## config.mk

```make
export PLATFORM = sky130hd
export DESIGN_NAME = husky_top
export DESIGN_NICKNAME = d
export VERILOG_FILES = /design/src/husky_pkg.sv /design/src/usb_reg_bus.sv /design/src/husky_ctrl_regs.sv /design/src/capture_arbiter.sv /design/src/capture_fifo.sv /design/src/status_leds.sv /design/src/husky_top.sv
export SDC_FILE = /design/constraint.sdc
export NUM_CORES = 1
export LEC_CHECK = 0
export BUFFER_PORTS_ARGS = -buffer_cell sky130_fd_sc_hd__buf_4
export CAP_MARGIN = 5
export CORE_ASPECT_RATIO = 1.4
export CORE_UTILIZATION = 35
export CTS_CLUSTER_SIZE = 28
export DETAILED_ROUTE_END_ITERATION = 8
export PLACE_DENSITY_LB_ADDON = 0.1
export SYNTH_ARGS = -nofsm -noshare
export SYNTH_HDL_FRONTEND = slang
export SYNTH_SLANG_ARGS = --single-unit
export TNS_END_PERCENT = 30
```

## constraint.sdc

```tcl
create_clock -name clk_usb_buf -period 2.9 [get_ports clk_usb_buf]
set_input_delay 0 -clock clk_usb_buf [delete_from_list [all_inputs] [get_ports clk_usb_buf]]
set_output_delay 0 -clock clk_usb_buf [all_outputs]
set_load 0.01 [all_outputs]
```

## src/husky_pkg.sv

```systemverilog
package husky_pkg;

   // Register map, byte addresses on the USB register bus
   localparam logic [7:0] REG_ID_ADDR     = 8'h00;
   localparam logic [7:0] REG_CTRL_ADDR   = 8'h01;
   localparam logic [7:0] REG_CAPLEN_ADDR = 8'h02;
   localparam logic [7:0] REG_STATUS_ADDR = 8'h03;
   localparam logic [7:0] REG_COUNT_ADDR  = 8'h04;
   localparam logic [7:0] REG_FIFO_ADDR   = 8'h10;   // Streams capture FIFO, low byte first

   localparam logic [7:0] BOARD_ID = 8'h5A;

   // Control register bits
   localparam int CTRL_ARM_BIT     = 0;   // Self-clearing
   localparam int CTRL_SRC_BIT     = 1;   // 0 ADC, 1 logic analyzer
   localparam int CTRL_POWER_BIT   = 2;
   localparam int CTRL_CLR_ERR_BIT = 3;   // Self-clearing

   // Status register bits
   localparam int STAT_ARMED_BIT = 0;
   localparam int STAT_EMPTY_BIT = 1;
   localparam int STAT_OVF_BIT   = 2;
   localparam int STAT_UNF_BIT   = 3;

   // Both sample sources share this width
   localparam int SAMPLE_W = 12;

   typedef logic [SAMPLE_W-1:0] sample_t;

endpackage

```

## src/usb_reg_bus.sv

```systemverilog
`timescale 1ns/1ps

module usb_reg_bus (
   input  logic       clk_usb_buf,
   input  logic       rst_n_i,
   input  logic [7:0] usb_addr_i,
   input  logic [7:0] usb_data_i,
   input  logic       usb_cen_i,
   input  logic       usb_rdn_i,
   input  logic       usb_wrn_i,
   input  logic [7:0] reg_rdata_i,
   output logic [7:0] usb_data_o,
   output logic       usb_data_oe_o,
   output logic [7:0] reg_addr_o,
   output logic [7:0] reg_wdata_o,
   output logic       reg_read_o,
   output logic       reg_write_o
);

   logic       wr_act;
   logic       rd_act;
   logic       wr_act_q;
   logic       rd_act_q;
   logic       wr_edge;
   logic       rd_edge;
   logic       rd_pend_q;   // Register block read data is valid this cycle
   logic [7:0] rd_hold_q;
   logic [7:0] rd_byte;

   // Strobes only count while the chip is selected
   assign wr_act  = ~usb_cen_i & ~usb_wrn_i;
   assign rd_act  = ~usb_cen_i & ~usb_rdn_i;
   assign wr_edge = wr_act & ~wr_act_q;
   assign rd_edge = rd_act & ~rd_act_q;

   always_ff @(posedge clk_usb_buf or negedge rst_n_i) begin
      if (!rst_n_i) begin
         wr_act_q    <= 1'b0;
         rd_act_q    <= 1'b0;
         reg_write_o <= 1'b0;
         reg_read_o  <= 1'b0;
         rd_pend_q   <= 1'b0;
         reg_addr_o  <= 8'h00;
      end else begin
         wr_act_q    <= wr_act;
         rd_act_q    <= rd_act;
         reg_write_o <= wr_edge;
         reg_read_o  <= rd_edge;
         rd_pend_q   <= reg_read_o;
         if (wr_edge || rd_edge) begin
            reg_addr_o <= usb_addr_i;
         end
      end
   end

   always_ff @(posedge clk_usb_buf) begin
      if (wr_edge) begin
         reg_wdata_o <= usb_data_i;
      end
      if (rd_pend_q) begin
         rd_hold_q <= reg_rdata_i;   // Kept for the rest of the strobe
      end
   end

   assign rd_byte       = rd_pend_q ? reg_rdata_i : rd_hold_q;
   assign usb_data_oe_o = rd_act;
   assign usb_data_o    = usb_data_oe_o ? rd_byte : 8'h00;

   // Overlapping strobes would make the register blocks see both at once
   a_no_rd_wr_overlap : assert property (
      @(posedge clk_usb_buf) disable iff (!rst_n_i)
      !(reg_read_o && reg_write_o)
   );

endmodule

```

## src/husky_ctrl_regs.sv

```systemverilog
`timescale 1ns/1ps

module husky_ctrl_regs #(
   parameter int FIFO_DEPTH = 16
) (
   input  logic                                 clk_usb_buf,
   input  logic                                 rst_n_i,
   input  logic [7:0]                           reg_addr_i,
   input  logic [7:0]                           reg_wdata_i,
   input  logic                                 reg_read_i,
   input  logic                                 reg_write_i,
   input  logic [7:0]                           fifo_rbyte_i,
   input  logic                                 armed_i,
   input  logic                                 fifo_empty_i,
   input  logic [$clog2(FIFO_DEPTH+1)-1:0]      fifo_count_i,
   input  logic                                 ovf_err_i,
   input  logic                                 unf_err_i,
   output logic [7:0]                           reg_rdata_o,
   output logic                                 arm_o,
   output logic                                 src_sel_o,
   output logic [7:0]                           cap_len_o,
   output logic                                 clear_err_o,
   output logic                                 target_power_o,
   output logic                                 target_io_oe_o
);

   logic       ctrl_wr;
   logic       caplen_wr;
   logic       src_q;
   logic       power_q;
   logic       io_en_q;     // Power has been up for at least a cycle
   logic [7:0] cap_len_q;
   logic [7:0] own_rdata;

   assign ctrl_wr   = reg_write_i && (reg_addr_i == husky_pkg::REG_CTRL_ADDR);
   assign caplen_wr = reg_write_i && (reg_addr_i == husky_pkg::REG_CAPLEN_ADDR);

   always_ff @(posedge clk_usb_buf or negedge rst_n_i) begin
      if (!rst_n_i) begin
         src_q       <= 1'b0;
         power_q     <= 1'b0;
         io_en_q     <= 1'b0;
         cap_len_q   <= 8'h00;
         arm_o       <= 1'b0;
         clear_err_o <= 1'b0;
         reg_rdata_o <= 8'h00;
      end else begin
         // Arm and clear are pulses, never stored
         arm_o       <= ctrl_wr & reg_wdata_i[husky_pkg::CTRL_ARM_BIT];
         clear_err_o <= ctrl_wr & reg_wdata_i[husky_pkg::CTRL_CLR_ERR_BIT];
         io_en_q     <= power_q;
         if (ctrl_wr) begin
            src_q   <= reg_wdata_i[husky_pkg::CTRL_SRC_BIT];
            power_q <= reg_wdata_i[husky_pkg::CTRL_POWER_BIT];
         end
         if (caplen_wr) begin
            cap_len_q <= reg_wdata_i;
         end
         if (reg_read_i) begin
            reg_rdata_o <= own_rdata | fifo_rbyte_i;   // FIFO byte is 0 off its address
         end
      end
   end

   always_comb begin
      own_rdata = 8'h00;
      case (reg_addr_i)
         husky_pkg::REG_ID_ADDR: own_rdata = husky_pkg::BOARD_ID;
         husky_pkg::REG_CTRL_ADDR: begin
            own_rdata[husky_pkg::CTRL_SRC_BIT]   = src_q;
            own_rdata[husky_pkg::CTRL_POWER_BIT] = power_q;
         end
         husky_pkg::REG_CAPLEN_ADDR: own_rdata = cap_len_q;
         husky_pkg::REG_STATUS_ADDR: begin
            own_rdata[husky_pkg::STAT_ARMED_BIT] = armed_i;
            own_rdata[husky_pkg::STAT_EMPTY_BIT] = fifo_empty_i;
            own_rdata[husky_pkg::STAT_OVF_BIT]   = ovf_err_i;
            own_rdata[husky_pkg::STAT_UNF_BIT]   = unf_err_i;
         end
         husky_pkg::REG_COUNT_ADDR: own_rdata = 8'(fifo_count_i);
         default: own_rdata = 8'h00;
      endcase
   end

   assign src_sel_o      = src_q;
   assign cap_len_o      = cap_len_q;
   assign target_power_o = power_q;
   // Outputs wait a cycle for power, but drop with it at once
   assign target_io_oe_o = power_q & io_en_q;

endmodule

```

## src/capture_arbiter.sv

```systemverilog
`timescale 1ns/1ps

module capture_arbiter (
   input  logic               clk_usb_buf,
   input  logic               rst_n_i,
   input  logic               arm_i,
   input  logic               src_sel_i,
   input  logic [7:0]         cap_len_i,
   input  husky_pkg::sample_t adc_sample_i,
   input  logic               adc_valid_i,
   input  husky_pkg::sample_t la_sample_i,
   input  logic               la_valid_i,
   input  logic               cap_ready_i,
   output husky_pkg::sample_t cap_sample_o,
   output logic               cap_valid_o,
   output logic               armed_o
);

   husky_pkg::sample_t sel_sample;
   logic               sel_valid;
   logic               xfer;
   logic               done;
   logic [7:0]         count_q;   // Accepted samples since arm

   assign sel_sample = src_sel_i ? la_sample_i : adc_sample_i;
   assign sel_valid  = src_sel_i ? la_valid_i : adc_valid_i;
   assign xfer       = cap_valid_o & cap_ready_i;
   // Length 0 runs until the next arm
   assign done       = xfer && (cap_len_i != 8'h00) && (count_q + 8'd1 == cap_len_i);

   always_ff @(posedge clk_usb_buf or negedge rst_n_i) begin
      if (!rst_n_i) begin
         armed_o     <= 1'b0;
         cap_valid_o <= 1'b0;
         count_q     <= 8'h00;
      end else if (arm_i) begin
         armed_o     <= 1'b1;
         cap_valid_o <= 1'b0;
         count_q     <= 8'h00;
      end else begin
         cap_valid_o <= armed_o & sel_valid & ~done;   // No stray sample after the last
         if (xfer) begin
            count_q <= count_q + 8'd1;
         end
         if (done) begin
            armed_o <= 1'b0;
         end
      end
   end

   always_ff @(posedge clk_usb_buf) begin
      if (sel_valid) begin
         cap_sample_o <= sel_sample;
      end
   end

   a_valid_only_when_armed : assert property (
      @(posedge clk_usb_buf) disable iff (!rst_n_i)
      cap_valid_o |-> $past(armed_o)
   );

endmodule

```

## src/capture_fifo.sv

```systemverilog
`timescale 1ns/1ps

module capture_fifo #(
   parameter int FIFO_DEPTH = 16
) (
   input  logic                             clk_usb_buf,
   input  logic                             rst_n_i,
   input  husky_pkg::sample_t               cap_sample_i,
   input  logic                             cap_valid_i,
   input  logic                             flush_i,
   input  logic                             clear_err_i,
   input  logic [7:0]                       reg_addr_i,
   input  logic                             reg_read_i,
   output logic                             cap_ready_o,
   output logic [7:0]                       fifo_rbyte_o,
   output logic                             fifo_empty_o,
   output logic [$clog2(FIFO_DEPTH+1)-1:0]  fifo_count_o,
   output logic                             ovf_err_o,
   output logic                             unf_err_o
);

   localparam int AW    = $clog2(FIFO_DEPTH);
   localparam int CNT_W = $clog2(FIFO_DEPTH+1);
   localparam logic [AW-1:0]    LAST_PTR = AW'(FIFO_DEPTH - 1);
   localparam logic [CNT_W-1:0] FULL_CNT = CNT_W'(FIFO_DEPTH);

   husky_pkg::sample_t mem [FIFO_DEPTH];
   logic [AW-1:0]      wr_ptr_q;
   logic [AW-1:0]      rd_ptr_q;
   logic               hi_phase_q;   // Next FIFO read returns the high byte
   logic               full;
   logic               wr_en;
   logic               fifo_rd;
   logic               pop;
   logic [15:0]        head_word;

   assign full         = (fifo_count_o == FULL_CNT);
   assign fifo_empty_o = (fifo_count_o == '0);
   assign cap_ready_o  = ~full;
   assign wr_en        = cap_valid_i & ~full;
   assign fifo_rd      = reg_read_i && (reg_addr_i == husky_pkg::REG_FIFO_ADDR);
   assign pop          = fifo_rd & ~fifo_empty_o & hi_phase_q;

   always_ff @(posedge clk_usb_buf or negedge rst_n_i) begin
      if (!rst_n_i) begin
         wr_ptr_q     <= '0;
         rd_ptr_q     <= '0;
         fifo_count_o <= '0;
         hi_phase_q   <= 1'b0;
         ovf_err_o    <= 1'b0;
         unf_err_o    <= 1'b0;
      end else begin
         if (flush_i) begin
            wr_ptr_q     <= '0;
            rd_ptr_q     <= '0;
            fifo_count_o <= '0;
            hi_phase_q   <= 1'b0;
         end else begin
            if (wr_en) begin
               wr_ptr_q <= (wr_ptr_q == LAST_PTR) ? '0 : wr_ptr_q + 1'b1;
            end
            if (pop) begin
               rd_ptr_q <= (rd_ptr_q == LAST_PTR) ? '0 : rd_ptr_q + 1'b1;
            end
            if (fifo_rd && !fifo_empty_o) begin
               hi_phase_q <= ~hi_phase_q;
            end
            case ({wr_en, pop})
               2'b10:   fifo_count_o <= fifo_count_o + 1'b1;
               2'b01:   fifo_count_o <= fifo_count_o - 1'b1;
               default: fifo_count_o <= fifo_count_o;
            endcase
         end
         // Sticky until cleared, a new error in the same cycle still wins
         if (clear_err_i) begin
            ovf_err_o <= 1'b0;
            unf_err_o <= 1'b0;
         end
         if (cap_valid_i && full) ovf_err_o <= 1'b1;   // Sample dropped
         if (fifo_rd && fifo_empty_o) unf_err_o <= 1'b1;
      end
   end

   always_ff @(posedge clk_usb_buf) begin
      if (wr_en && !flush_i) begin
         mem[wr_ptr_q] <= cap_sample_i;
      end
   end

   assign head_word = 16'(mem[rd_ptr_q]);

   always_comb begin
      fifo_rbyte_o = 8'h00;
      if (reg_addr_i == husky_pkg::REG_FIFO_ADDR && !fifo_empty_o) begin
         fifo_rbyte_o = hi_phase_q ? head_word[15:8] : head_word[7:0];
      end
   end

   a_count_in_range : assert property (
      @(posedge clk_usb_buf) disable iff (!rst_n_i)
      fifo_count_o <= FULL_CNT
   );

endmodule

```

## src/status_leds.sv

```systemverilog
`timescale 1ns/1ps

module status_leds #(
   parameter int FLASH_DIV_BITS = 4
) (
   input  logic clk_usb_buf,
   input  logic rst_n_i,
   input  logic armed_i,
   input  logic cap_valid_i,
   input  logic ovf_err_i,
   input  logic unf_err_i,
   output logic led_armed_o,
   output logic led_cap_o,
   output logic led_err_o
);

   // One extra bit so the stretch lasts the full 2^N cycles
   localparam logic [FLASH_DIV_BITS:0] STRETCH_LOAD = {1'b1, {FLASH_DIV_BITS{1'b0}}};

   logic [FLASH_DIV_BITS-1:0] div_q;
   logic [FLASH_DIV_BITS:0]   stretch_q;

   always_ff @(posedge clk_usb_buf or negedge rst_n_i) begin
      if (!rst_n_i) begin
         div_q     <= '0;
         stretch_q <= '0;
      end else begin
         div_q <= div_q + 1'b1;   // Free running
         if (cap_valid_i) begin
            stretch_q <= STRETCH_LOAD;
         end else if (stretch_q != '0) begin
            stretch_q <= stretch_q - 1'b1;
         end
      end
   end

   assign led_armed_o = armed_i;
   assign led_cap_o   = (stretch_q != '0);
   assign led_err_o   = (ovf_err_i | unf_err_i) & div_q[FLASH_DIV_BITS-1];

endmodule

```

## src/husky_top.sv

```systemverilog
`timescale 1ns/1ps

module husky_top #(
   parameter int FIFO_DEPTH     = 16,
   parameter int FLASH_DIV_BITS = 4
) (
   input  logic               clk_usb_buf,
   input  logic               rst_n_i,
   input  logic [7:0]         usb_addr_i,
   input  logic [7:0]         usb_data_i,
   input  logic               usb_cen_i,
   input  logic               usb_rdn_i,
   input  logic               usb_wrn_i,
   output logic [7:0]         usb_data_o,
   output logic               usb_data_oe_o,
   input  husky_pkg::sample_t adc_sample_i,
   input  logic               adc_valid_i,
   input  husky_pkg::sample_t la_sample_i,
   input  logic               la_valid_i,
   output logic               target_power_o,
   output logic               target_io_oe_o,
   output logic               led_armed_o,
   output logic               led_cap_o,
   output logic               led_err_o
);

   localparam int CNT_W = $clog2(FIFO_DEPTH+1);

   logic [7:0]         reg_addr;
   logic [7:0]         reg_wdata;
   logic [7:0]         reg_rdata;
   logic               reg_read;
   logic               reg_write;
   logic [7:0]         fifo_rbyte;
   logic               fifo_empty;
   logic [CNT_W-1:0]   fifo_count;
   logic               ovf_err;
   logic               unf_err;
   logic               arm;
   logic               armed;
   logic               src_sel;
   logic [7:0]         cap_len;
   logic               clear_err;
   husky_pkg::sample_t cap_sample;
   logic               cap_valid;
   logic               cap_ready;

   usb_reg_bus u_usb_reg_bus (
      .clk_usb_buf   (clk_usb_buf),
      .rst_n_i       (rst_n_i),
      .usb_addr_i    (usb_addr_i),
      .usb_data_i    (usb_data_i),
      .usb_cen_i     (usb_cen_i),
      .usb_rdn_i     (usb_rdn_i),
      .usb_wrn_i     (usb_wrn_i),
      .reg_rdata_i   (reg_rdata),
      .usb_data_o    (usb_data_o),
      .usb_data_oe_o (usb_data_oe_o),
      .reg_addr_o    (reg_addr),
      .reg_wdata_o   (reg_wdata),
      .reg_read_o    (reg_read),
      .reg_write_o   (reg_write)
   );

   husky_ctrl_regs #(
      .FIFO_DEPTH (FIFO_DEPTH)
   ) u_husky_ctrl_regs (
      .clk_usb_buf    (clk_usb_buf),
      .rst_n_i        (rst_n_i),
      .reg_addr_i     (reg_addr),
      .reg_wdata_i    (reg_wdata),
      .reg_read_i     (reg_read),
      .reg_write_i    (reg_write),
      .fifo_rbyte_i   (fifo_rbyte),
      .armed_i        (armed),
      .fifo_empty_i   (fifo_empty),
      .fifo_count_i   (fifo_count),
      .ovf_err_i      (ovf_err),
      .unf_err_i      (unf_err),
      .reg_rdata_o    (reg_rdata),
      .arm_o          (arm),
      .src_sel_o      (src_sel),
      .cap_len_o      (cap_len),
      .clear_err_o    (clear_err),
      .target_power_o (target_power_o),
      .target_io_oe_o (target_io_oe_o)
   );

   capture_arbiter u_capture_arbiter (
      .clk_usb_buf  (clk_usb_buf),
      .rst_n_i      (rst_n_i),
      .arm_i        (arm),
      .src_sel_i    (src_sel),
      .cap_len_i    (cap_len),
      .adc_sample_i (adc_sample_i),
      .adc_valid_i  (adc_valid_i),
      .la_sample_i  (la_sample_i),
      .la_valid_i   (la_valid_i),
      .cap_ready_i  (cap_ready),
      .cap_sample_o (cap_sample),
      .cap_valid_o  (cap_valid),
      .armed_o      (armed)
   );

   // Arm pulse doubles as the FIFO flush
   capture_fifo #(
      .FIFO_DEPTH (FIFO_DEPTH)
   ) u_capture_fifo (
      .clk_usb_buf  (clk_usb_buf),
      .rst_n_i      (rst_n_i),
      .cap_sample_i (cap_sample),
      .cap_valid_i  (cap_valid),
      .flush_i      (arm),
      .clear_err_i  (clear_err),
      .reg_addr_i   (reg_addr),
      .reg_read_i   (reg_read),
      .cap_ready_o  (cap_ready),
      .fifo_rbyte_o (fifo_rbyte),
      .fifo_empty_o (fifo_empty),
      .fifo_count_o (fifo_count),
      .ovf_err_o    (ovf_err),
      .unf_err_o    (unf_err)
   );

   status_leds #(
      .FLASH_DIV_BITS (FLASH_DIV_BITS)
   ) u_status_leds (
      .clk_usb_buf (clk_usb_buf),
      .rst_n_i     (rst_n_i),
      .armed_i     (armed),
      .cap_valid_i (cap_valid),
      .ovf_err_i   (ovf_err),
      .unf_err_i   (unf_err),
      .led_armed_o (led_armed_o),
      .led_cap_o   (led_cap_o),
      .led_err_o   (led_err_o)
   );

endmodule

```

### Word level (Yosys, flattened, before mapping)

Memory sizes are Yosys's and may differ from the RTL's.
Index checks and enable logic that the tools add are counted.

* word-level logic and storage cells: 127
* bits in registers: 97
* memory bits (writable): 192
* output and inout bits: 14
* memories: 1

* add/subtract/negate cells: 7
* bitwise logic cells: 24
* muxes and demuxes: 32
* reduce and logical (&&, ||, !) cells: 25
* eq/ne operators: 11

Memory list
* u_capture_fifo.mem: depth 16, width 12, read ports 1, clocked after memory_dff 0, write ports 1, line capture_fifo.sv:27 `husky_pkg::sample_t mem [FIFO_DEPTH];`

Operators with widths (count)
* $mux 8: 6
* $mux 4: 6
* $eq 8x2->1 const B: 2
* $mux 5: 3
* $reduce_bool 2->1: 7
* $and 1x1->1: 13
* $add 4x1->4 const B: 3
* $mux 12: 1
* $pmux 4 s3: 1
* $mux 1: 11
* $logic_and 1x1->1: 10
* $pmux 2 s5: 1
* $pmux 5 s2: 1
* $sub 5x1->5 const B: 2
* $not 1->1: 9
* $add 8x1->8 const B: 1
* $eq 4x4->1 const B: 2
* $eq 8x1->1 const B: 1
* $eq 8x3->1 const B: 1
* $eq 8x5->1 const B: 1
* $eq 8x8->1: 1
* $logic_not 8->1: 1
* $or 8x8->8: 1
* $reduce_bool 8->1: 1
* 12 further kinds: 13

### Logic depth before layout (Yosys ltp)

Gate-level depths: netlist of run 1.

* depth in word-level cells: 8
* gate-level depth with buffers: 11

### Modules after synthesis

A second synthesis of run 1 with hierarchy kept.

* cell total of the unflattened synthesis: 717
* area total of the unflattened synthesis: 12011.5 µm²

By module, submodules not included
* capture_fifo: cells each 431, area each 8413.1 µm², instances 1
* capture_arbiter: cells each 98, area each 1176.1 µm², instances 1
* usb_reg_bus: cells each 60, area each 1008.5 µm², instances 1
* husky_ctrl_regs: cells each 92, area each 1006.0 µm², instances 1
* status_leds: cells each 36, area each 407.9 µm², instances 1

### Worst setup path before layout of run 1

No wires, ideal clock.

* path type: register to register
* start point: reg u_capture_fifo.fifo_count_o[1]
* end point: reg u_capture_fifo.fifo_count_o[2]
* path buffers: 1
* required time: 2.775 ns
* arrival time: 2.413 ns
* library setup time: 0.125 ns
* cell stages (with the launch flop): 10
* path slack: 0.363 ns
* cells stage by stage: dfrtp_1 > buf_6 > or4_4 > and2_1 > nor3_1 > xor2_1 > ha_1 > nor2_1 > a22oi_1 > mux2_2

* word-level cells in the longest chain between the ends: 7
* elaborated cells on any way between the ends: 14

RTL lines
* start: declaration: line capture_fifo.sv:17 `output logic [$clog2(FIFO_DEPTH+1)-1:0] fifo_count_o,`
* start signal: assignment: line capture_fifo.sv:69 `2'b10: fifo_count_o <= fifo_count_o + 1'b1;`
* start signal: assignment: line capture_fifo.sv:70 `2'b01: fifo_count_o <= fifo_count_o - 1'b1;`
* start signal: assignment: line capture_fifo.sv:71 `default: fifo_count_o <= fifo_count_o;`
* $logic_not 5->1: line capture_fifo.sv:38 `assign fifo_empty_o = (fifo_count_o == '0);`
* $not 1->1: line capture_fifo.sv:42 `assign pop = fifo_rd & ~fifo_empty_o & hi_phase_q;`
* $and 1x1->1 (2 in series): line capture_fifo.sv:42
* $eq 2x1->1 / $eq 2x2->1 (equally long branches): line capture_fifo.sv:68 `case ({wr_en, pop})`
* $pmux 5 s2: line capture_fifo.sv:68
* $mux 5: line capture_fifo.sv:53 `if (flush_i) begin`

Parallel ways exist; a longest one is shown, timed or not.
A chain may end at the register's enable or synchronous reset.

### Worst setup path in the final report of run 1

* start point: reg u_usb_reg_bus.reg_addr_o[1]
* end point: reg u_husky_ctrl_regs.reg_rdata_o[0]

* word-level cells in the longest chain between the ends: 4
* elaborated cells on any way between the ends: 8

RTL lines
* start: declaration: line usb_reg_bus.sv:14 `output logic [7:0] reg_addr_o,`
* start signal: assignment: line usb_reg_bus.sv:51 `reg_addr_o <= usb_addr_i;`
* $eq 8x5->1: line capture_fifo.sv:94 `if (reg_addr_i == husky_pkg::REG_FIFO_ADDR && !fifo_empty_o) begin`
* $logic_and 1x1->1: line capture_fifo.sv:94
* $mux 8: line capture_fifo.sv:94
* $or 8x8->8 (*): line husky_ctrl_regs.sv:60 `reg_rdata_o <= own_rdata | fifo_rbyte_i;`
* end signal: assignment: line husky_ctrl_regs.sv:60
* end: declaration: line husky_ctrl_regs.sv:18 `output logic [7:0] reg_rdata_o,`

Mark *: on every way between the ends. The rest lies on a longest branch, timed or not.

==> impl_metrics.csv, run 1 <==
group,metric,value,unit
setup_path,crit_path_end_kind,"flop",
setup_path,cp_slowest_cell,"or4b_1",
place,placed_cells,1261,
clock_network,path_clk_slew,0.06,ns
setup_path,cp_cell_sequence,"buf_4, or4b_1, a211oi_2, nand2_1, or4_4, a41oi_2",
final_layout,diodes,0,
drt,dr.pass1.iters,4,
drt,wl,30.00,mm
drt,drcViolationCount,0,
drt,routed-via-count,6955,
synthesis,synth_area,0.01209,mm²
floorplan,fp-row-count,80,
final_layout,area_growth,21.75,%
floorplan,dieArea,0.03529,mm²
drt,drtIter0Drc,433,
global_routing,grt_pass1_wl,45.29,mm
global_routing,first_global_vias,7298,
synthesis,synth-main-ff-cell,"edfxtp_1",
sta,period_needed,2.663,ns
setup_path,cp.required,3.37,ns
sta,rsz0062_at_grt,"false",
sta,finalCritPeriodShare,91.84,%
global_routing,grt_max_degree,70,
clock_network,root_buffer,"clkbuf_16",
sta,tightest_slew,0.9303,ns
floorplan,die_h,221.9,µm
place,dpl.hpwl,19.78,mm
clock_network,clk_latency,0.55,ns
pwr,leakage,5.201,nW
setup_path,crit_fanout,11,
floorplan,coreArea,0.03403,mm²
clock_network,clock-sinks,289,
synthesis,yosys_warnings,0,
clock_network,ctsHtreeMaxLevel,1,
synthesis,synth_cell_types,74,
setup_path,setup.worst_path.class,"flop to flop",
synthesis,yosys-top-cells-area,"edfxtp_1 53%, dfrtp_1 14%, mux4_2 8.4%, mux2_2 4.4%, nor2_1 1.5%",
clock_network,numCtsBuffers,29,
place,portBuffers,60,
drt,avgViaCountPerCell,5.114,
pwr,p_total,9.535,mW
global_routing,track_usage,17.29,%
drt,wl_per_cell,22.06,µm
sta,fmax,0.3755,GHz
sta,report.final.slew_viol_count,0,
place,gp_congestion,0.8356,
pwr,ir_worst_vdd,0.0003430,V
sta,setup_viol,0,
final_layout,instances_no_fill,1360,
setup_path,max_stage_delay,0.61,ns
floorplan,num_io_pins,61,
clock_network,max-clock-path-buffers,3,
synthesis,syn_inst,745,
synthesis,synth.ff_latch_count,289,
synthesis,yosys-top-cells-count,"212 x edfxtp_1, 69 x dfrtp_1, 48 x nor2_1",
global_routing,grt.overflow.total,0,
synthesis,synthArstFlopShare,23.88,%
synthesis,yosysTopAreaCell,"edfxtp_1",
flow_run,cap_violations,0,
synthesis,avgSynthCellArea,16.22,µm²
synthesis,synth_top_area_share,52.68,%
floorplan,die_w,159.0,µm
synthesis,synth_fp_nets,801,
worst_hold_path,hold_class,"input port to asynchronous set/reset pin",
final_layout,drive_gt1_share,29.15,%
clock_network,cts_tree,"done",
synthesis,synth-seq-area-share,68.29,%
floorplan,start_util,35.51,%
status,status,"complete, no violations",
setup_path,start_kind,"flop",
sta,fin_skew,0.008780,ns
setup_path,arrival,3.13,ns
synthesis,yosysMostFrequentCell,"edfxtp_1",
sta,slew_headroom,37.98,%
final_layout,final_nets,943,
sta,finalSetupTns,0,ns
sta,whs,0.1228,ns
global_routing,antenna_found_initial,0,
final_layout,fill_cells,3100,
sta,hold_viol,0,
drt,antenna_left,0,
pwr,power_density,648.0,mW/mm²
synthesis,synth_edf_count,212,
final cells by class:
class | instances | area [µm²] | area share [%]
repair buffers | 150 | 1291 | 8.776
clock buffers | 33 | 740.7 | 5.034
inverters | 12 | 45.04 | 0.3061
well taps | 451 | 564.3 | 3.835
flip-flops and latches | 289 | 8255 | 56.11
clock inverters | 20 | 232.7 | 1.582
multi-input cells | 405 | 3585 | 24.36
power breakdown:
| part | switching [mW] | internal [mW] |
|---|---|---|
| Combinational | 0.411 | 0.434 |
| Clock | 1.58 | 2.28 |
| Sequential | 0.198 | 4.64 |
| Total | 2.19 | 7.35 |
registers in the layout, summed over array words and instances (netlist names), 5 cells and up:
signal and cells:
u_capture_arbiter.cap_sample_o 12, u_capture_arbiter.count_q 8, u_capture_fifo.fifo_count_o 5, u_capture_fifo.mem 192
u_husky_ctrl_regs.cap_len_o 8, u_husky_ctrl_regs.reg_rdata_o 8, u_status_leds.stretch_q 5, u_usb_reg_bus.rd_hold_q 8
u_usb_reg_bus.reg_addr_o 8, u_usb_reg_bus.reg_wdata_o 8
final timing paths:
| kind | startpoint | end | slack (ns) | depth (start not counted) |
|---|---|---|---|---|
| setup / recovery | u_usb_reg_bus.reg_addr_o[1]$_DFFE_PN0P_ | u_husky_ctrl_regs.reg_rdata_o[0]$_DFFE_PN0P_ | 0.24 | 6 |
| hold / removal | rst_n_i | u_status_leds.stretch_q[0]$_DFFE_PN0P_ | 0.12 | 2 |
| setup reg to reg | u_usb_reg_bus.reg_addr_o[1]$_DFFE_PN0P_ | u_husky_ctrl_regs.reg_rdata_o[0]$_DFFE_PN0P_ | 0.24 | 6 |
| hold reg to reg | u_husky_ctrl_regs.clear_err_o$_DFF_PN0_ | u_capture_fifo.ovf_err_o$_DFFE_PN0P_ | 0.45 | 1 |
| max in group asynchronous | rst_n_i | u_capture_fifo.rd_ptr_q[0]$_DFFE_PN0P_ | 2.12 | 2 |
| min in group clk_usb_buf | usb_data_i[7] | u_usb_reg_bus.reg_wdata_o[7]$_DFFE_PP_ | 0.17 | 2 |
critical path: cells and delay by family (launching register included):
kind	cells	cell delay, ns
and+or+nand+nor	3	1.39
AOI/OAI and AO/OA	2	0.62
DFF	1	0.39
buffers and inverters	1	0.18
placed cells by master, fill, tap and decap left out, types with 5 or more instances in the layout:
master and count:
edfxtp_1 212, buf_4 100, dfrtp_1 67, nor2_1 48
mux2_2 47, dlygate4sd3_1 46, mux4_2 45, nand2_1 34
clkbuf_16 29, nand3_1 19, a21oi_1 19, xnor2_1 14
o21ai_0 13, and2_1 12, nor2b_1 12, inv_1 11
xor2_1 10, mux2i_1 9, ha_1 9, nor3_1 8
nand2b_1 8, a211oi_1 8, clkinv_2 8, dfxtp_1 8
nor4_1 6, a221oi_1 6, nor3_2 5, o22ai_1 5
bufinv_16 5
layer usage:
layer | GRT usage (%) | vias to the layer above | share of wire [%]
li1 | - | 3162 | -
met1 | 20.29 | 3594 | 40
met2 | 31.56 | 145 | 53
met3 | 2.656 | 54 | 3.7
met4 | 6.638 | 0 | 3.2
met5 | 0 | - | 0
cells by family (layout without fill, tap and decap cells):
family                     count (synthesis)  count (layout)  synth area share [%]
AOI/OAI and AO/OA                         86              86                 5.145
adders and majority gates                  9               9                0.9318
and+or+nand+nor                          185             185                 8.075
buffers and inverters                     51             215                 2.309
xor gates and xnor gates                  24              24                 1.739
DFF                                      289             289                 68.29
muxes                                    101             101                 13.51
per-stage QoR:
stage	util (%)	setup slack [ns]	cell area (µm²)
finish	43.24	0.2365	14710
global route	43.24	0.08278	14710
CTS	43.22	0.1938	14710
detailed placement	39.00	0.2125	13270
global placement	39.00	0.2527	13270
floorplan	-	0.3627	12090
timing repair:
| action | in CTS | in global routing |
|---|---|---|
| endpoints found under the setup margin | 0 | 2 |
| hold buffers | 46 | 0 |
| setup buffers | 0 | 0 |
| resized for setup | 0 | 1 |
| endpoints found under the hold margin | 109 | 0 |
No activity file was read; power rests on OpenSTA's default activity.
==> run 2, diff against run 1 <==
--- a/config.mk
+++ b/config.mk
@@ -8,7 +8,7 @@
 export BUFFER_PORTS_ARGS = -buffer_cell sky130_fd_sc_hd__buf_4
 export CAP_MARGIN = 5
 export CORE_ASPECT_RATIO = 1.4
-export CORE_UTILIZATION = 35
+export CORE_UTILIZATION = 39
 export CTS_CLUSTER_SIZE = 28
 export DETAILED_ROUTE_END_ITERATION = 8
 export PLACE_DENSITY_LB_ADDON = 0.1
==> run 2 against run 1 <==
Effect of this change: critical path depth up 2; sequential share of layout area up 0.75 points; register-to-register slack about the same; via count down 0.63%; final cell count down 5.4%; clock skew down 0.00099 ns; sequential power about the same; largest cell class unchanged; highest routed layer unchanged.
==> impl_metrics.csv, run 2 (synthesis results as in run 1) <==
group,metric,value,unit
clock_network,cts_setup_buffers,0,
place,place_area,0.01311,mm²
setup_path,setup.worst_path.class,"flop to flop",
drt,avgViaCountPerCell,5.374,
worst_hold_path,hold_class,"input port to asynchronous set/reset pin",
setup_path,max_stage_delay,0.59,ns
final_layout,final_util,48.05,%
floorplan,fp-row-count,75,
setup_path,critPathTopFamily,"simple AND/OR/NAND/NOR gates",
setup_path,cp_slowest_cell,"or4_4",
final_layout,final_cell_mix,"212 x edfxtp_1, 93 x buf_4, 67 x dfrtp_1",
sta,finalCritPeriodShare,91.84,%
clock_network,clk_latency,0.56,ns
floorplan,die_h,210.3,µm
final_layout,final_nets,935,
drt,drtIter0Drc,322,
clock_network,numCtsBuffers,29,
clock_network,path_clk_slew,0.06,ns
sta,rsz0062_at_grt,"false",
final_layout,multi_input_area,0.003591,mm²
setup_path,arrival,3.11,ns
setup_path,cp_cell_sequence,"or4_4, and2_1, nor3_4, xor2_1, ha_1, nor2_1, a22oi_1, mux2_2",
final_layout,largest-register,"u_capture_fifo.mem",
clock_network,root_buffer,"clkbuf_16",
floorplan,die_w,150.8,µm
flow_run,cap_violations,0,
pwr,power_density,640.9,mW/mm²
status,status,"complete, no violations",
final_layout,drive_gt1_share,27.97,%
final_layout,layout_commonest_cell,"edfxtp_1",
place,portBuffers,60,
setup_path,cp.required,3.35,ns
floorplan,coreArea,0.03022,mm²
drt,routed-via-count,6911,
floorplan,num_io_pins,61,
global_routing,antenna_found_initial,0,
clock_network,clock-sinks,289,
pwr,ir_worst_vdd,0.0003916,V
drt,dr.pass1.iters,5,
sta,report.final.slew_viol_count,0,
final_layout,reg_top3,"u_capture_fifo.mem (192), u_capture_arbiter.cap_sample_o (12)",
setup_path,crit_path_end_kind,"flop",
final_layout,regArea,0.008255,mm²
setup_path,cp_num_buf_inv,0,
sta,setup_viol,0,
drt,drcViolationCount,0,
final_layout,diodes,0,
sta,period_needed,2.663,ns
clock_network,cts_tree,"done",
floorplan,start_util,40.00,%
sta,fin_skew,0.007786,ns
setup_path,crit_fanout,8,
final_layout,largest_register_ffs,192,
clock_network,ctsHtreeMaxLevel,1,
sta,tightest_slew,1.155,ns
global_routing,first_global_vias,7240,
global_routing,grt.overflow.total,0,
global_routing,track_usage,18.97,%
drt,wl,28.83,mm
floorplan,dieArea,0.03171,mm²
pwr,leakage,5.137,nW
final_layout,fill_cells,2628,
sta,finalSetupTns,0,ns
drt,wl_per_cell,22.42,µm
global_routing,grt_max_degree,70,
place,dpl.hpwl,18.94,mm
global_routing,grt_pass1_wl,43.96,mm
drt,antenna_left,0,
place,gp_congestion,0.8791,
sta,hold_viol,0,
sta,slew_headroom,22.55,%
sta,fmax,0.3755,GHz
setup_path,start_kind,"flop",
final_layout,fin_area,0.01452,mm²
final_layout,area_growth,20.14,%
clock_network,max-clock-path-buffers,3,
## run 2: path summary, 6_finish.rpt
kind / start / endpoint / slack, ns / cells after the start
setup reg to reg: u_capture_fifo.fifo_count_o[1]$_DFFE_PN0P_ / u_capture_fifo.fifo_count_o[2]$_DFFE_PN0P_ / 0.24 / 8
max in group asynchronous: rst_n_i / u_capture_fifo.rd_ptr_q[0]$_DFFE_PN0P_ / 2.13 / 2
hold reg to reg: u_status_leds.div_q[0]$_DFF_PN0_ / u_status_leds.div_q[0]$_DFF_PN0_ / 0.45 / 1
min in group clk_usb_buf: usb_data_i[1] / u_usb_reg_bus.reg_wdata_o[1]$_DFFE_PP_ / 0.16 / 2
setup / recovery: u_capture_fifo.fifo_count_o[1]$_DFFE_PN0P_ / u_capture_fifo.fifo_count_o[2]$_DFFE_PN0P_ / 0.24 / 8
hold / removal: rst_n_i / u_status_leds.stretch_q[2]$_DFFE_PN0P_ / 0.09 / 2
## run 2: per-layer routing
layer / track usage, % / vias to the layer above / part of all wire [%]
met5: 0 / - / 0
met4: 6.759 / 0 / 2.8
met3: 2.706 / 42 / 4.3
met2: 34.77 / 172 / 54
met1: 22.23 / 3542 / 39
li1: - / 3155 / -
## run 2: repair_timing
action | CTS | global route
hold buffers | 46 | 0
resized for setup | 0 | 3
endpoints found under the setup margin | 0 | 2
endpoints found under the hold margin | 109 | 0
## run 2: final cells by class
type | instances | area share [%]
Multi-Input combinational cell | 405 | 24.73
Clock buffer | 34 | 5.128
Tap cell | 385 | 3.318
Inverter | 12 | 0.3102
Sequential cell | 289 | 56.86
Timing Repair Buffer | 142 | 8.394
Clock inverter | 19 | 1.258
## run 2: metrics by stage
step                      setup slack (ns)  total power, mW  std cells  hold WS [ns]
final                               0.2367            9.305       1286       0.08986
after global routing               0.04978            9.700       1286        0.1553
after CTS                          0.08205            9.419       1286        0.1344
after detailed placement           0.09094            5.677       1187        0.1588
after global placement              0.2343            5.630       1187        0.1581
after floorplan                     0.3627            5.371        745       -0.2956
## run 2: report_power, final
part           switching, mW  internal [mW]
clock network           1.56           2.11
registers              0.232           4.64
logic                  0.362          0.410
total                   2.15           7.16
==> run 3, diff against run 2 <==
--- a/config.mk
+++ b/config.mk
@@ -5,9 +5,11 @@
 export SDC_FILE = /design/constraint.sdc
 export NUM_CORES = 1
 export LEC_CHECK = 0
+export ABC_AREA = 1
 export BUFFER_PORTS_ARGS = -buffer_cell sky130_fd_sc_hd__buf_4
 export CAP_MARGIN = 5
 export CORE_ASPECT_RATIO = 1.4
+export CORE_MARGIN = 1
 export CORE_UTILIZATION = 39
 export CTS_CLUSTER_SIZE = 28
 export DETAILED_ROUTE_END_ITERATION = 8
@@ -15,4 +17,3 @@
 export SYNTH_ARGS = -nofsm -noshare
 export SYNTH_HDL_FRONTEND = slang
 export SYNTH_SLANG_ARGS = --single-unit
-export TNS_END_PERCENT = 30
==> run 3 against run 2 <==
Effect of this change: routed wire length rose by 9.6%; count of clock-buffer cells in the layout rose by 9; final cell count rose by 24%; critical path type unchanged; die area rose by 0.23%; largest power group unchanged; clock power rose by 6.0%.
==> impl_metrics.csv, run 3 <==
group,metric,value,unit
status,status,"complete, no violations",
final_layout,area_growth,20.58,%
place,dp_slack,0.7370,ns
setup_path,critPathTopFamily,"simple AND/OR/NAND/NOR gates",
setup_path,cp_num_buf_inv,2,
clock_network,cts_tree,"done",
clock_network,root_buffer,"clkbuf_16",
final_layout,final_nets,1240,
drt,drcViolationCount,0,
synthesis,yosysTopAreaCell,"edfxtp_1",
setup_path,cp.required,3.33,ns
sta,report.final.slew_viol_count,0,
pwr,seqPwrFrac,50.1,%
drt,avgViaCountPerCell,5.200,
clock_network,path_clk_slew,0.06,ns
place,portBuffers,60,
final_layout,layout_commonest_cell,"edfxtp_1",
final_layout,final_cell_mix,"212 x edfxtp_1, 147 x nand2_1, 145 x nor2_1",
pwr,leakage,5.547,nW
drt,dr.pass1.iters,5,
place,dpl.hpwl,20.61,mm
global_routing,grt_pass1_wl,49.13,mm
synthesis,synth_cell_types,41,
sta,fin_skew,0.01522,ns
pwr,ir_worst_vdd,0.0005203,V
sta,fmax,0.4549,GHz
clock_network,clk_latency,0.57,ns
setup_path,reg2reg_from,"u_usb_reg_bus.reg_addr_o[0]$_DFFE_PN0P_",
final_layout,instances_no_fill,1598,
synthesis,synth-seq-area-share,68.13,%
synthesis,yosys-top-cells-area,"edfxtp_1 53%, dfrtp_1 14%, o21ai_0 5.2%, nand2_1 4.6%, nor2_1 4.5%",
synthesis,avgSynthCellArea,11.49,µm²
drt,wl,31.62,mm
sta,finalCritPeriodShare,75.80,%
pwr,pwr-share-clk,38.5,%
pwr,p_total,10.07,mW
synthesis,yosys_warnings,0,
final_layout,largest_register_ffs,192,
floorplan,dieArea,0.03178,mm²
pwr,p_sw,2.592,mW
drt,drtIter0Drc,466,
pwr,swShare,25.73,%
floorplan,fp-row-count,76,
sta,rsz0062_at_grt,"false",
setup_path,start_kind,"flop",
floorplan,die_h,210.5,µm
clock_network,clock-sinks,289,
pwr,p_comb_share,11.4,%
setup_path,crit_fanout,6,
global_routing,antenna_found_initial,0,
synthesis,synth.ff_latch_count,289,
pwr,internal_power,7.483,mW
drt,routed-via-count,8309,
setup_path,cp_slowest_cell,"dfrtp_1",
sta,tightest_slew,0.9290,ns
place,gp_congestion,0.8419,
drt,wl_per_cell,19.78,µm
sta,period_needed,2.198,ns
sta,slew_headroom,38.07,%
final_layout,drive_gt1_share,17.14,%
setup_path,crit_path_end_kind,"flop",
synthesis,synth_edf_count,212,
flow_run,cap_violations,0,
synthesis,yosys-top-cells-count,"212 x edfxtp_1, 147 x nand2_1, 145 x nor2_1",
sta,hold_viol,0,
setup_path,setup.worst_path.class,"flop to flop",
clock_network,max-clock-path-buffers,3,
clock_network,numCtsBuffers,30,
global_routing,track_usage,20.79,%
synthesis,synthArstFlopShare,23.88,%
floorplan,num_io_pins,61,
place,place_area,0.01313,mm²
global_routing,grt.overflow.total,0,
synthesis,synth-main-ff-cell,"edfxtp_1",
place,placed_cells,1494,
floorplan,start_util,39.56,%
final_layout,reg_top3,"u_capture_fifo.mem (192), u_capture_arbiter.cap_sample_o (12)",
synthesis,yosysMostFrequentCell,"edfxtp_1",
synthesis,syn_inst,1054,
clock_network,ctsHtreeMaxLevel,1,
drt,antenna_left,0,
synthesis,synth_top_area_share,52.56,%
setup_path,max_stage_delay,0.39,ns
final_layout,diodes,0,
worst_hold_path,hold_class,"input port to asynchronous set/reset pin",
synthesis,synth_fp_nets,1110,
global_routing,first_global_vias,8575,
setup_path,arrival,2.63,ns
setup_path,cp_cell_sequence,"inv_2, nand2_4, nor2_4, nand3_1, nor2_2, nand4_1, and2_4, ha_1, inv_1, nand2_1, xnor2_1, o22ai_1",
final_layout,fin_area,0.01461,mm²
global_routing,grt_max_degree,70,
sta,setup_viol,0,
clock_network,cts_setup_buffers,0,
floorplan,coreArea,0.03062,mm²
synthesis,synth_area,0.01211,mm²
setup_path,crit_start,"u_usb_reg_bus.reg_addr_o[0]$_DFFE_PN0P_",
final_layout,largest-register,"u_capture_fifo.mem",
floorplan,die_w,150.9,µm
sta,finalWorstSetupSlack,0.7017,ns
sta,finalSetupTns,0,ns
pwr,power_density,689.8,mW/mm²
==> run 3: what timing repair did <==
item | in CTS | in global routing
resized for setup | 0 | 0
hold buffers | 48 | 0
endpoints found under the hold margin | 110 | 0
==> run 3: through the flow <==
| step | util, % | hold WS, ns |
|---|---|---|
| floorplan | - | -0.2956 |
| global placement | 42.89 | 0.1605 |
| detailed placement | 42.89 | 0.1593 |
| CTS | 47.70 | 0.1284 |
| global route | 47.70 | 0.1403 |
| finish | 47.70 | 0.1178 |
==> run 3: final cells by class <==
type                    instances  area [µm²]
clock buffers                  43       872.1
clock inverters                13       121.4
fillers                      2861       16010
inverters                      67       256.5
multi-input cells             652        3398
flip-flops and latches        289        8255
well taps                     390       488.0
repair buffers                144        1214
==> run 3: worst paths after layout <==
path / endpoint / slack, ns / depth (start not counted)
hold / removal: u_usb_reg_bus.wr_act_q$_DFF_PN0_ / 0.12 / 2
min in group clk_usb_buf: u_usb_reg_bus.reg_wdata_o[7]$_DFFE_PP_ / 0.15 / 2
hold reg to reg: u_usb_reg_bus.reg_read_o$_DFF_PN0_ / 0.41 / 1
setup / recovery: u_capture_fifo.fifo_count_o[2]$_DFFE_PN0P_ / 0.70 / 12
max in group asynchronous: u_capture_fifo.rd_ptr_q[1]$_DFFE_PN0P_ / 2.13 / 2
setup reg to reg: u_capture_fifo.fifo_count_o[2]$_DFFE_PN0P_ / 0.70 / 12
==> run 3: routing by layer <==
metal / vias to the layer above / GRT usage [%] / part of all wire, %
met1: 4122 / 24.15 / 40
li1: 3979 / - / -
met4: 0 / 7.034 / 2.6
met3: 42 / 2.424 / 3.7
met5: - / 0 / 0
met2: 166 / 38.85 / 54
==> run 3: cells by family after synthesis <==
| family | synth area share [%] |
|---|---|
| muxes | 1.487 |
| adders and majority gates | 0.9297 |
| AOI/OAI and AO/OA | 10.60 |
| and+or+nand+nor | 13.83 |
| DFF | 68.13 |
| xor gates and xnor gates | 1.085 |
| buffers and inverters | 3.935 |
==> run 3: power by group through the flow <==
stage / Sequential (mW) / Clock, mW / Combinational (mW)
6_report: 5.05 / 3.88 / 1.15
5_1_grt: 5.08 / 4.09 / 1.31
4_1_cts: 5.06 / 3.95 / 1.17
3_5_place_dp: 5.14 / 0 / 1.10
3_3_place_gp: 5.14 / 0 / 1.09
2_1_floorplan: 5.00 / 0 / 0.781
